### src/aes_ke_defines.svh
/*
 * AES-128 key expansion constants
 * Widths of the key datapath and the first round constants per direction
 */

`ifndef AES_KE_DEFINES_SVH
`define AES_KE_DEFINES_SVH

// Datapath widths
`define AES_KE_WORD_W     32
`define AES_KE_KEY_WORDS  4
`define AES_KE_BYTE_W     8

//////////////////////////////
// Round constants
//////////////////////////////

// First Rcon of a forward schedule
`define AES_KE_RCON_FWD_INIT 8'h01
// First Rcon of an inverse schedule, taken from round 10 of AES-128
`define AES_KE_RCON_INV_INIT 8'h36

`endif
### src/aes_ke_types_pkg.sv
/*
 * AES-128 key expansion types
 * Byte, word and round key vectors plus the direction encoding
 */

`include "aes_ke_defines.svh"

package aes_ke_types_pkg;

  // One state byte
  typedef logic [`AES_KE_BYTE_W-1:0] aes_byte_t;

  // One key word, byte 0 in the low bits
  typedef logic [`AES_KE_WORD_W-1:0] aes_word_t;

  // Full round key, word 0 in the low bits
  typedef aes_word_t [`AES_KE_KEY_WORDS-1:0] aes_key_t;

  //////////////////////////////
  // Direction
  //////////////////////////////

  // Forward steps N to N+1, inverse steps N+1 back to N
  typedef enum logic {
    CIPH_FWD = 1'b0,
    CIPH_INV = 1'b1
  } ciph_op_e;

endpackage

### src/aes_gf_pkg.sv
/*
 * GF(2^8) helpers for the key schedule
 * S-Box lookup, xtime and its inverse, and the word rotation
 */

`include "aes_ke_defines.svh"

package aes_gf_pkg;

  //////////////////////////////
  // S-Box table
  //////////////////////////////

  // Ascending range so entry 0 sits in the first row, first byte
  localparam aes_ke_types_pkg::aes_byte_t [0:255] SBOX_TABLE = {
    128'h637c777bf26b6fc53001672bfed7ab76,
    128'hca82c97dfa5947f0add4a2af9ca472c0,
    128'hb7fd9326363ff7cc34a5e5f171d83115,
    128'h04c723c31896059a071280e2eb27b275,
    128'h09832c1a1b6e5aa0523bd6b329e32f84,
    128'h53d100ed20fcb15b6acbbe394a4c58cf,
    128'hd0efaafb434d338545f9027f503c9fa8,
    128'h51a3408f929d38f5bcb6da2110fff3d2,
    128'hcd0c13ec5f974417c4a77e3d645d1973,
    128'h60814fdc222a908846eeb814de5e0bdb,
    128'he0323a0a4906245cc2d3ac629195e479,
    128'he7c8376d8dd54ea96c56f4ea657aae08,
    128'hba78252e1ca6b4c6e8dd741f4bbd8b8a,
    128'h703eb5664803f60e613557b986c11d9e,
    128'he1f8981169d98e949b1e87e9ce5528df,
    128'h8ca1890dbfe6426841992d0fb054bb16
  };

  // Forward S-Box
  function automatic aes_ke_types_pkg::aes_byte_t aes_sbox_lut(
    aes_ke_types_pkg::aes_byte_t in_b
  );
    return SBOX_TABLE[in_b];
  endfunction

  //////////////////////////////
  // Field arithmetic
  //////////////////////////////

  // xtime, reduce by x^8 + x^4 + x^3 + x + 1
  function automatic aes_ke_types_pkg::aes_byte_t aes_mul2(
    aes_ke_types_pkg::aes_byte_t in_b
  );
    return {in_b[6:0], 1'b0} ^ (in_b[7] ? 8'h1b : 8'h00);
  endfunction

  // Undo xtime
  // Odd values had the reduction applied, so strip 1b and restore the top bit
  function automatic aes_ke_types_pkg::aes_byte_t aes_div2(
    aes_ke_types_pkg::aes_byte_t in_b
  );
    return in_b[0] ? {1'b1, in_b[7:1] ^ 7'h0d} : {1'b0, in_b[7:1]};
  endfunction

  // RotWord, b0 b1 b2 b3 becomes b1 b2 b3 b0 with b0 in the low byte
  function automatic aes_ke_types_pkg::aes_word_t aes_rot_word(
    aes_ke_types_pkg::aes_word_t in_w
  );
    return {in_w[`AES_KE_BYTE_W-1:0], in_w[`AES_KE_WORD_W-1:`AES_KE_BYTE_W]};
  endfunction

endpackage

### src/aes_key_expand_top.sv
/*
 * AES-128 key expansion pipeline
 * Rcon generator feeding three valid/ready stages, one round key step per item
 */

`timescale 1ns/100ps

module aes_key_expand_top (
  input  logic                        clk_i,
  input  logic                        rst_ni,
  input  logic                        in_valid_i,
  output logic                        in_ready_o,
  input  aes_ke_types_pkg::aes_key_t  key_i,
  input  aes_ke_types_pkg::ciph_op_e  op_i,
  input  logic                        clear_i,
  output logic                        out_valid_o,
  input  logic                        out_ready_i,
  output aes_ke_types_pkg::aes_key_t  key_o
);

  // Input handshake
  logic                        accept;
  aes_ke_types_pkg::aes_byte_t rcon;

  // Stage 1 to stage 2
  logic                        rot_valid;
  logic                        rot_ready;
  aes_ke_types_pkg::ciph_op_e  rot_op;
  aes_ke_types_pkg::aes_byte_t rot_rcon;
  aes_ke_types_pkg::aes_key_t  rot_key;
  aes_ke_types_pkg::aes_word_t rot_word;

  // Stage 2 to stage 3
  logic                        sub_valid;
  logic                        sub_ready;
  aes_ke_types_pkg::ciph_op_e  sub_op;
  aes_ke_types_pkg::aes_byte_t sub_rcon;
  aes_ke_types_pkg::aes_key_t  sub_key;
  aes_ke_types_pkg::aes_word_t sub_word;

  assign accept = in_valid_i & in_ready_o;

  //////////////////////////////
  // Rcon
  //////////////////////////////

  aes_rcon_gen u_rcon_gen (
    .clk_i    (clk_i),
    .rst_ni   (rst_ni),
    .accept_i (accept),
    .clear_i  (clear_i),
    .op_i     (op_i),
    .rcon_o   (rcon)
  );

  //////////////////////////////
  // Pipeline
  //////////////////////////////

  aes_rot_word_stage u_rot_word_stage (
    .clk_i   (clk_i),      .rst_ni  (rst_ni),
    .valid_i (in_valid_i), .ready_o (in_ready_o),
    .op_i    (op_i),       .rcon_i  (rcon),     .key_i (key_i),
    .valid_o (rot_valid),  .ready_i (rot_ready),
    .op_o    (rot_op),     .rcon_o  (rot_rcon), .key_o (rot_key), .rot_o (rot_word)
  );

  aes_sub_word_stage u_sub_word_stage (
    .clk_i   (clk_i),     .rst_ni  (rst_ni),
    .valid_i (rot_valid), .ready_o (rot_ready),
    .op_i    (rot_op),    .rcon_i  (rot_rcon), .key_i (rot_key), .rot_i (rot_word),
    .valid_o (sub_valid), .ready_i (sub_ready),
    .op_o    (sub_op),    .rcon_o  (sub_rcon), .key_o (sub_key), .sub_o (sub_word)
  );

  aes_key_mix_stage u_key_mix_stage (
    .clk_i   (clk_i),       .rst_ni  (rst_ni),
    .valid_i (sub_valid),   .ready_o (sub_ready),
    .op_i    (sub_op),      .rcon_i  (sub_rcon), .key_i (sub_key), .sub_i (sub_word),
    .valid_o (out_valid_o), .ready_i (out_ready_i),
    .key_o   (key_o)
  );

endmodule

### src/aes_key_mix_stage.sv
/*
 * Key expansion stage 3
 * Adds Rcon to the substituted word and chains the XORs into the new round key
 */

`timescale 1ns/100ps

`include "aes_ke_defines.svh"

module aes_key_mix_stage (
  input  logic                        clk_i,
  input  logic                        rst_ni,
  input  logic                        valid_i,
  output logic                        ready_o,
  input  aes_ke_types_pkg::ciph_op_e  op_i,
  input  aes_ke_types_pkg::aes_byte_t rcon_i,
  input  aes_ke_types_pkg::aes_key_t  key_i,
  input  aes_ke_types_pkg::aes_word_t sub_i,
  output logic                        valid_o,
  input  logic                        ready_i,
  output aes_ke_types_pkg::aes_key_t  key_o
);

  logic                        valid_q;
  logic                        load;
  aes_ke_types_pkg::aes_word_t irregular;
  aes_ke_types_pkg::aes_key_t  key_d;

  assign ready_o = ~valid_q | ready_i;
  assign load    = valid_i & ready_o;

  // Rcon only touches byte 0
  assign irregular = {sub_i[`AES_KE_WORD_W-1:`AES_KE_BYTE_W],
                      sub_i[`AES_KE_BYTE_W-1:0] ^ rcon_i};

  //////////////////////////////
  // Word chaining
  //////////////////////////////

  always_comb begin
    // Word 0 is the same in both directions
    key_d[0] = irregular ^ key_i[0];
    for (int i = 1; i < `AES_KE_KEY_WORDS; i++) begin
      if (op_i == aes_ke_types_pkg::CIPH_FWD) begin
        // Ripple through the freshly built words
        key_d[i] = key_d[i-1] ^ key_i[i];
      end else begin
        // Neighbouring input words recover the older key
        key_d[i] = key_i[i-1] ^ key_i[i];
      end
    end
  end

  always_ff @(posedge clk_i or negedge rst_ni) begin
    if (!rst_ni) begin
      valid_q <= 1'b0;
    end else if (ready_o) begin
      valid_q <= valid_i;
    end
  end

  // Output key register
  always_ff @(posedge clk_i) begin
    if (load) begin
      key_o <= key_d;
    end
  end

  assign valid_o = valid_q;

  // Item offered by stage 2 must hold until this stage takes it
  in_hold_a : assert property (@(posedge clk_i) disable iff (!rst_ni)
    (valid_i && !ready_o) |=> (valid_i && $stable(key_i) && $stable(sub_i)
                               && $stable(rcon_i) && $stable(op_i)))
    else $error("Stage 2 item changed while stalled");

endmodule

### src/aes_sub_word_stage.sv
/*
 * Key expansion stage 2
 * SubWord, every byte of the rotated word goes through the S-Box
 */

`timescale 1ns/100ps

`include "aes_ke_defines.svh"

module aes_sub_word_stage (
  input  logic                        clk_i,
  input  logic                        rst_ni,
  input  logic                        valid_i,
  output logic                        ready_o,
  input  aes_ke_types_pkg::ciph_op_e  op_i,
  input  aes_ke_types_pkg::aes_byte_t rcon_i,
  input  aes_ke_types_pkg::aes_key_t  key_i,
  input  aes_ke_types_pkg::aes_word_t rot_i,
  output logic                        valid_o,
  input  logic                        ready_i,
  output aes_ke_types_pkg::ciph_op_e  op_o,
  output aes_ke_types_pkg::aes_byte_t rcon_o,
  output aes_ke_types_pkg::aes_key_t  key_o,
  output aes_ke_types_pkg::aes_word_t sub_o
);

  localparam int unsigned NumBytes = `AES_KE_WORD_W / `AES_KE_BYTE_W;

  logic                        valid_q;
  logic                        load;
  aes_ke_types_pkg::aes_word_t sub_word;

  assign ready_o = ~valid_q | ready_i;
  assign load    = valid_i & ready_o;

  // Four table lookups in parallel
  always_comb begin
    for (int i = 0; i < NumBytes; i++) begin
      sub_word[i*`AES_KE_BYTE_W +: `AES_KE_BYTE_W] =
          aes_gf_pkg::aes_sbox_lut(rot_i[i*`AES_KE_BYTE_W +: `AES_KE_BYTE_W]);
    end
  end

  always_ff @(posedge clk_i or negedge rst_ni) begin
    if (!rst_ni) begin
      valid_q <= 1'b0;
    end else if (ready_o) begin
      valid_q <= valid_i;
    end
  end

  always_ff @(posedge clk_i) begin
    if (load) begin
      op_o   <= op_i;
      rcon_o <= rcon_i;
      key_o  <= key_i;
      sub_o  <= sub_word;
    end
  end

  assign valid_o = valid_q;

endmodule

### src/aes_rot_word_stage.sv
/*
 * Key expansion stage 1
 * Picks the source word for the direction and applies RotWord
 */

`timescale 1ns/100ps

`include "aes_ke_defines.svh"

module aes_rot_word_stage (
  input  logic                        clk_i,
  input  logic                        rst_ni,
  input  logic                        valid_i,
  output logic                        ready_o,
  input  aes_ke_types_pkg::ciph_op_e  op_i,
  input  aes_ke_types_pkg::aes_byte_t rcon_i,
  input  aes_ke_types_pkg::aes_key_t  key_i,
  output logic                        valid_o,
  input  logic                        ready_i,
  output aes_ke_types_pkg::ciph_op_e  op_o,
  output aes_ke_types_pkg::aes_byte_t rcon_o,
  output aes_ke_types_pkg::aes_key_t  key_o,
  output aes_ke_types_pkg::aes_word_t rot_o
);

  localparam int unsigned LastWord = `AES_KE_KEY_WORDS - 1;

  logic                        valid_q;
  logic                        load;
  aes_ke_types_pkg::aes_word_t src_word;

  // Accept when empty or when the held item moves on this cycle
  assign ready_o = ~valid_q | ready_i;
  assign load    = valid_i & ready_o;

  // Inverse rebuilds the previous word 3 from words 3 and 2
  always_comb begin
    unique case (op_i)
      aes_ke_types_pkg::CIPH_FWD: src_word = key_i[LastWord];
      aes_ke_types_pkg::CIPH_INV: src_word = key_i[LastWord] ^ key_i[LastWord-1];
      default:                    src_word = key_i[LastWord];
    endcase
  end

  // Stage valid flag
  always_ff @(posedge clk_i or negedge rst_ni) begin
    if (!rst_ni) begin
      valid_q <= 1'b0;
    end else if (ready_o) begin
      valid_q <= valid_i;
    end
  end

  // Item payload
  always_ff @(posedge clk_i) begin
    if (load) begin
      op_o   <= op_i;
      rcon_o <= rcon_i;
      key_o  <= key_i;
      rot_o  <= aes_gf_pkg::aes_rot_word(src_word);
    end
  end

  assign valid_o = valid_q;

endmodule

### src/aes_rcon_gen.sv
/*
 * AES-128 round constant generator
 * Hands out the Rcon of the item at the input and steps it per accepted item
 */

`timescale 1ns/100ps

`include "aes_ke_defines.svh"

module aes_rcon_gen (
  input  logic                        clk_i,
  input  logic                        rst_ni,
  input  logic                        accept_i,
  input  logic                        clear_i,
  input  aes_ke_types_pkg::ciph_op_e  op_i,
  output aes_ke_types_pkg::aes_byte_t rcon_o
);

  aes_ke_types_pkg::aes_byte_t rcon_q;
  aes_ke_types_pkg::aes_byte_t rcon_init;
  aes_ke_types_pkg::aes_byte_t rcon_next;

  // Start of schedule depends on direction
  assign rcon_init = (op_i == aes_ke_types_pkg::CIPH_FWD) ? `AES_KE_RCON_FWD_INIT
                                                          : `AES_KE_RCON_INV_INIT;

  // Clear overrides the stored value for this very item
  assign rcon_o = clear_i ? rcon_init : rcon_q;

  // Step from the value just used
  assign rcon_next = (op_i == aes_ke_types_pkg::CIPH_FWD) ? aes_gf_pkg::aes_mul2(rcon_o)
                                                          : aes_gf_pkg::aes_div2(rcon_o);

  always_ff @(posedge clk_i or negedge rst_ni) begin
    if (!rst_ni) begin
      rcon_q <= '0;
    end else if (accept_i) begin
      rcon_q <= rcon_next;
    end
  end

  //////////////////////////////
  // Assertions
  //////////////////////////////

  // A zero Rcon means the schedule was started without clear
  rcon_nonzero_a : assert property (@(posedge clk_i) disable iff (!rst_ni)
    accept_i |-> (rcon_o != '0))
    else $error("Accepted item uses a zero Rcon");

endmodule

### config.mk
export PLATFORM = sky130hd
export DESIGN_NAME = aes_key_expand_top
export DESIGN_NICKNAME = d
export VERILOG_FILES = /design/src/aes_ke_types_pkg.sv /design/src/aes_gf_pkg.sv /design/src/aes_key_expand_top.sv /design/src/aes_key_mix_stage.sv /design/src/aes_sub_word_stage.sv /design/src/aes_rot_word_stage.sv /design/src/aes_rcon_gen.sv
export VERILOG_INCLUDE_DIRS = /design/src
export SDC_FILE = /design/constraint.sdc
export NUM_CORES = 1
export LEC_CHECK = 0
export ABC_CLOCK_PERIOD_IN_PS = 6500
export BUFFER_PORTS_ARGS = -buffer_cell sky130_fd_sc_hd__buf_2
export CORE_MARGIN = 3
export CORE_UTILIZATION = 40
export DETAILED_ROUTE_END_ITERATION = 8
export PLACE_DENSITY = 0.6
export SETUP_SLACK_MARGIN = 0.2
export SLEW_MARGIN = 30
export SYNTH_ARGS = -nofsm -noshare
export SYNTH_HDL_FRONTEND = slang
export SYNTH_SLANG_ARGS = --single-unit
### constraint.sdc
create_clock -name clk_i -period 6.5 [get_ports clk_i]
set_input_delay 0.975 -clock clk_i [delete_from_list [all_inputs] [get_ports clk_i]]
set_output_delay 0.975 -clock clk_i [all_outputs]
set_load 0.05 [all_outputs]
== Yosys cells after proc, flatten, opt, wreduce, memory -nomap -nowiden ==
Memories as Yosys holds them, arrays and structs flattened. A register that Yosys moved wholly into a read port is not among the register bits.
Index checks and enable logic that the tools add are counted.
W data, S select, Z words.

* Register bits: 445
* Memories kept: 4
* ROM bits: 8192
* Word-level logic and storage cells: 59
* Output and inout bits: 130
* Input port bits: 134

* Bitwise operators: 25
* Muxes and demuxes: 9

{| class="wikitable"
|+ Memory list
! memory !! depth !! width !! rd ports !! clocked after Yosys merged registers in !! write ports !! RTL line !! text
|-
| (no name shown) || 256 || 8 || 1 || 1 || 0 || aes_gf_pkg.sv:38 || <nowiki>return SBOX_TABLE[in_b];</nowiki>
|-
| (no name shown) || 256 || 8 || 1 || 1 || 0 || aes_gf_pkg.sv:38 ||
|-
| (no name shown) || 256 || 8 || 1 || 1 || 0 || aes_gf_pkg.sv:38 ||
|-
| (no name shown) || 256 || 8 || 1 || 1 || 0 || aes_gf_pkg.sv:38 ||
|}

{| class="wikitable"
|+ Operators by type and width
! operator !! count
|-
| $xor A32 B32 Y32 || 8
|-
| $mux W32 || 3
|-
| $pmux W32 S2 || 1
|-
| $not A8 Y9 || 4
|-
| $mux W8 || 3
|-
| $xor A8 B8 Y8 || 2
|-
| $mux W6 || 1
|-
| $mux W5 || 1
|-
| $not A1 Y1 || 4
|-
| $and A1 B1 Y1 || 3
|-
| $not A3 Y3 || 1
|-
| $or A1 B1 Y1 || 3
|}

== Longest topological paths before layout ==
* Word-level depth: 8
* Mapped depth: 12

== Modules after synthesis ==
Synthesis repeated with hierarchy kept, for this count alone.

* Cell total of the unflattened synthesis: 3198
* Area, all modules: 31926.9 µm²

{| class="wikitable"
|+ By module, submodules not included
! module !! cells each !! area an instance (µm²) !! sequential area each (µm²) !! instances
|-
| aes_sub_word_stage || 2397 || 18589.1 || 5099.9 || 1
|-
| aes_key_mix_stage || 502 || 7240.7 || 3868.7 || 1
|-
| aes_rot_word_stage || 240 || 5552.8 || 5099.9 || 1
|-
| aes_rcon_gen || 58 || 538.0 || 200.2 || 1
|-
| aes_key_expand_top || 1 || 6.3 || 0.0 || 1
|}

== Least setup slack after synthesis ==
No wires, ideal clock.

* Kind: input port to flip-flop
* Start point: input port out_ready_i
* End point: register u_rcon_gen.rcon_q[2]
* Path slack: 0.853 ns
* Data arrival time: 5.495 ns
* Setup time: 0.152 ns
* Stages: 5
* Cells stage by stage: nand4b_1 nand2_1 inv_1 o211ai_1 o22ai_1

* Longest elaborated chain between the ends: 4

{| class="wikitable"
|+ RTL lines
! element !! RTL line !! text
|-
| start: declaration || aes_key_expand_top.sv:17 || <nowiki>input logic out_ready_i,</nowiki>
|-
| $or A1 B1 Y1 || aes_key_mix_stage.sv:29 || <nowiki>assign ready_o = ~valid_q | ready_i;</nowiki>
|-
| $or A1 B1 Y1 || aes_sub_word_stage.sv:33 || <nowiki>assign ready_o = ~valid_q | ready_i;</nowiki>
|-
| $or A1 B1 Y1 || aes_rot_word_stage.sv:33 || <nowiki>assign ready_o = ~valid_q | ready_i;</nowiki>
|-
| $and A1 B1 Y1 || aes_key_expand_top.sv:41 || <nowiki>assign accept = in_valid_i & in_ready_o;</nowiki>
|-
| net accept || aes_key_expand_top.sv:22 || <nowiki>logic accept;</nowiki>
|-
| end signal: assignment || aes_rcon_gen.sv:38 || <nowiki>rcon_q <= rcon_next;</nowiki>
|-
| end: declaration || aes_rcon_gen.sv:19 || <nowiki>aes_ke_types_pkg::aes_byte_t rcon_q;</nowiki>
|}

The timed path passes the listed nets, and every way through them passes these cells.
A chain may end at the register's enable or synchronous reset.

== Worst setup path after layout ==
* Start point: register u_rot_word_stage.rot_o[24]
* End point: register u_sub_word_stage.sub_o[24] (data pin)

* Longest elaborated chain between the ends: 1

{| class="wikitable"
|+ RTL lines
! element !! RTL line !! text
|-
| start: declaration || aes_rot_word_stage.sv:23 || <nowiki>output aes_ke_types_pkg::aes_word_t rot_o</nowiki>
|-
| start signal: assignment || aes_rot_word_stage.sv:60 || <nowiki>rot_o <= aes_gf_pkg::aes_rot_word(src_word);</nowiki>
|-
| $not A8 Y9 (implied by the code) || aes_gf_pkg.sv:38 ||
|-
| end: declaration || aes_sub_word_stage.sv:24 || <nowiki>output aes_ke_types_pkg::aes_word_t sub_o</nowiki>
|}

Every way passes these cells.

==> flow_summary.json <==
{
  "status": "complete, no violations",
  "hpwl_um": 77700,
  "worst_pin_slew_ns": 1.07,
  "grt_max_degree": 105,
  "finalCriticalPeriod_ns": 4.01,
  "clockRootBuffer": "clkbuf_16",
  "drc": 0,
  "path_cells": "buf_4 > clkinv_1 > ha_1 > and2b_1 > a32o_1 > o31a_1 > nor3_1 > a21oi_1 > a211o_1",
  "ir_worst_vdd_mv": 0.229,
  "netlist_area_um2": 30500,
  "slew_headroom": 0.283,
  "clk_latency_ns": 0.62,
  "grt_use_total": 0.277,
  "ant_nets": 0,
  "area_growth_pct": 11.1,
  "synthTopCellsByArea": "edfxtp_1, xnor2_1, o21ai_0, a21oi_1, nand2_1",
  "layout.nets": 3355,
  "maxSlewViolCount": 0,
  "r2r-end": "u_sub_word_stage.sub_o[24]",
  "reg2reg_from": "u_rot_word_stage.rot_o[24]",
  "numClockSinks": 477,
  "cp_data_required_time_ns": 6.86,
  "post_drt_wl_per_cell_um": 27.3,
  "dieArea_um2": 79700,
  "r2r_slack_ns": 2.49,
  "clockBufferDepth": 3,
  "postLayoutCoreUtil": 0.452,
  "grt_pass1_vias": 25100,
  "io_buffers": 263,
  "synth_top_area_frac": 0.458,
  "crit_start": "u_rot_word_stage.rot_o[24]",
  "hold_buffers": 0,
  "yosysWarningCount": 0,
  "r2r_cells": 9,
  "hold_viol_final": 0,
  "finalSetupTns_ns": 0,
  "hp-class": "in2async",
  "grt_pass1_wl_um": 168000,
  "firstDrtPassIters": 7,
  "ys_ff_latch": 477,
  "row_count": 100,
  "layout-drive-gt1-share": 0.140,
  "critPathLaunchType": "flop",
  "syn_avg_cell_area_um2": 9.94,
  "die_w_um": 282,
  "cp.arrival_ns": 4.37,
  "die_h_um": 282,
  "cts.repair.resized": 0,
  "multi_input_area_um2": 14800,
  "path_class": "reg2reg",
  "leakagePower_nw": 11.9,
  "worstPathMaxFanout": 41,
  "synth_edf_count": 466,
  "yosys.area.top_type": "edfxtp_1",
  "seq_area_um2": 14300,
  "layout_setup_ws_ns": 2.49,
  "rsz0062_at_grt": "false",
  "finalCritPeriodShare": 0.616,
  "cts-buffers-inserted": 53,
  "fill_cells": 7171,
  "drv_cap": 0,
  "crit_slowest_cell": "ha_1",
  "power_density_nw_per_um2": 307,
  "setup_violations": 0,
  "htreeDepth": 2,
  "synth_top_flop_cell": "edfxtp_1",
  "cts_tree": "done",
  "grt_overflow": 0,
  "core-area_um2": 75100,
  "vias": 26900,
  "ys_types": 84,
  "ys_seq_area_frac": 0.467,
  "syn_nets": 3267,
  "pre_cts_ws_ns": 2.68,
  "totalWireLength_um": 114000,
  "antenna_found_initial": 9,
  "io_pins": 264,
  "syn-instance-count": 3073,
  "detail_route.vias_per_cell": 6.44,
  "place_congestion": 1.03,
  "critPathMaxStageDelay_ns": 1.01,
  "ys_async_sr_fraction": 0.0231,
  "endpoint_kind": "flop",
  "cts_setup_buffers": 0,
  "max_freq_mhz": 250,
  "start_util": 0.407,
  "finalPower_mw": 10.4,
  "skew_ns": 0.0222,
  "drtIter0Drc": 4399,
  "setup.worst_path.end": "u_sub_word_stage.sub_o[24]",
  "clkTransAtPathRegs_ns": 0.06
}
-- state kept, by name, indices dropped and copies added, names as in the netlist --
name and count:
u_key_mix_stage.key_o 128, u_key_mix_stage.valid_o 1, u_rcon_gen.rcon_q 8, u_rot_word_stage.key_o 128, u_rot_word_stage.op_o 1, u_rot_word_stage.rcon_o 8, u_rot_word_stage.rot_o 32, u_rot_word_stage.valid_o 1
u_sub_word_stage.key_o 128, u_sub_word_stage.op_o 1, u_sub_word_stage.rcon_o 8, u_sub_word_stage.sub_o 32, u_sub_word_stage.valid_o 1
-- stage by stage --
stage | instance area [um^2] | cells | hold slack, ns
global route | 33900 | 4173 | 0.212
CTS | 33900 | 4172 | 0.195
global placement | 32200 | 4075 | 0.400
floorplan | 30500 | 3073 | 0.400
finish | 34000 | 4176 | 0.228
detailed placement | 32200 | 4075 | 0.405
-- worst max-delay path, delay by kind of cell (launching register included) --
family,cells,cell delay (ns)
flops,1,0.33
fa+ha+maj,1,1.01
buf+inv,2,0.99
simple gates,2,0.54
compound gates,4,0.83
-- cells in the mapped netlist (10+ instances only) --
| cell | instances |
|---|---|
| a211oi_1 | 59 |
| nand4_1 | 13 |
| a21oi_1 | 206 |
| a31oi_1 | 66 |
| o31a_1 | 13 |
| o22ai_1 | 30 |
| nor3_1 | 125 |
| nor2b_1 | 99 |
| edfxtp_1 | 466 |
| buf_6 | 11 |
| nor4_1 | 11 |
| or2_2 | 17 |
| a21o_1 | 11 |
| clkbuf_1 | 133 |
| dfrtp_1 | 11 |
| mux2i_1 | 45 |
| a221o_1 | 15 |
| a311o_1 | 15 |
| a211o_1 | 10 |
| a2111oi_0 | 10 |
| o211ai_1 | 54 |
| buf_1 | 13 |
| buf_4 | 14 |
| buf_2 | 115 |
| nand2b_1 | 114 |
| inv_1 | 33 |
| nand2_1 | 229 |
| xor2_1 | 54 |
| nand3_1 | 79 |
| mux4_2 | 11 |
| xnor2_1 | 182 |
| and3_1 | 12 |
| nor2_1 | 165 |
| or3_1 | 16 |
| a221oi_1 | 30 |
| ha_1 | 60 |
| o221ai_1 | 13 |
| and2_1 | 28 |
| o31ai_1 | 32 |
| a311oi_1 | 40 |
| o21ai_0 | 215 |
| o311ai_0 | 40 |
-- kinds of logic after synthesis --
family                     count (synthesis)  synth area share
AOI/OAI and AO/OA                        959             0.210
xor gates and xnor gates                 237            0.0682
adders and majority gates                 61            0.0249
buffers and inverters                    329            0.0496
DFF                                      477             0.467
muxes                                     63            0.0254
and+or+nand+nor                          947             0.155
-- per-layer routing --
| layer | GRT usage | part of all wire | vias to the layer above |
|---|---|---|---|
| li1 | - | - | 11800 |
| met4 | 0.101 | 0.042 | 8 |
| met1 | 0.379 | 0.40 | 12800 |
| met5 | 0 | 0.00040 | - |
| met2 | 0.426 | 0.44 | 1915 |
| met3 | 0.0712 | 0.12 | 348 |
-- cell type report --
cell class | instances | area share
clock buffer | 66 | 0.0405
sequential | 477 | 0.420
multi-input combinational | 2267 | 0.435
clock inverter | 31 | 0.0116
timing repair buffer | 319 | 0.0515
inverter | 43 | 0.00497
antenna | 4 | 0.000295
tap | 969 | 0.0357
-- layout by cell type, fill, tap and decap left out, types with 15 or more instances in the layout --
cell,count
xor2_1,54
nor3_1,125
clkbuf_16,53
a21oi_1,206
and2_1,26
a311o_1,15
inv_1,30
o22ai_1,30
or3_1,16
or2_2,17
a221o_1,15
buf_4,55
clkinv_1,18
nor2_1,165
buf_2,263
nor2b_1,98
o21ai_0,215
ha_1,60
o211ai_1,54
o31ai_1,32
xnor2_1,182
nand2_1,229
edfxtp_1,466
a311oi_1,40
nand2b_1,114
o311ai_0,40
a211oi_1,59
mux2i_1,45
a31oi_1,66
nand3_1,79
a221oi_1,30
-- worst min-delay path by stage --
stage / from / endpoint / slack, ns / cells after the start
5_1_grt: rst_ni / u_key_mix_stage.valid_o / 0.21 / 1
4_1_cts: rst_ni / u_key_mix_stage.valid_o / 0.19 / 1
6_report: rst_ni / u_key_mix_stage.valid_o / 0.23 / 1
2_1_floorplan: u_rot_word_stage.key_o[0] / u_sub_word_stage.key_o[0] / 0.40 / 0
3_5_place_dp: u_rot_word_stage.key_o[107] / u_sub_word_stage.key_o[107] / 0.40 / 0
3_3_place_gp: u_rot_word_stage.key_o[68] / u_sub_word_stage.key_o[68] / 0.40 / 0
-- report_power, final --
group / switching [mW] / leakage (nW) / internal [mW]
Combinational: 2.28 / 6.37 / 0.938
Clock: 1.26 / 0.863 / 1.83
Sequential: 0.206 / 4.63 / 3.89
Total: 3.75 / 11.9 / 6.66
Note: power is estimated with default switching activity, not from simulation.
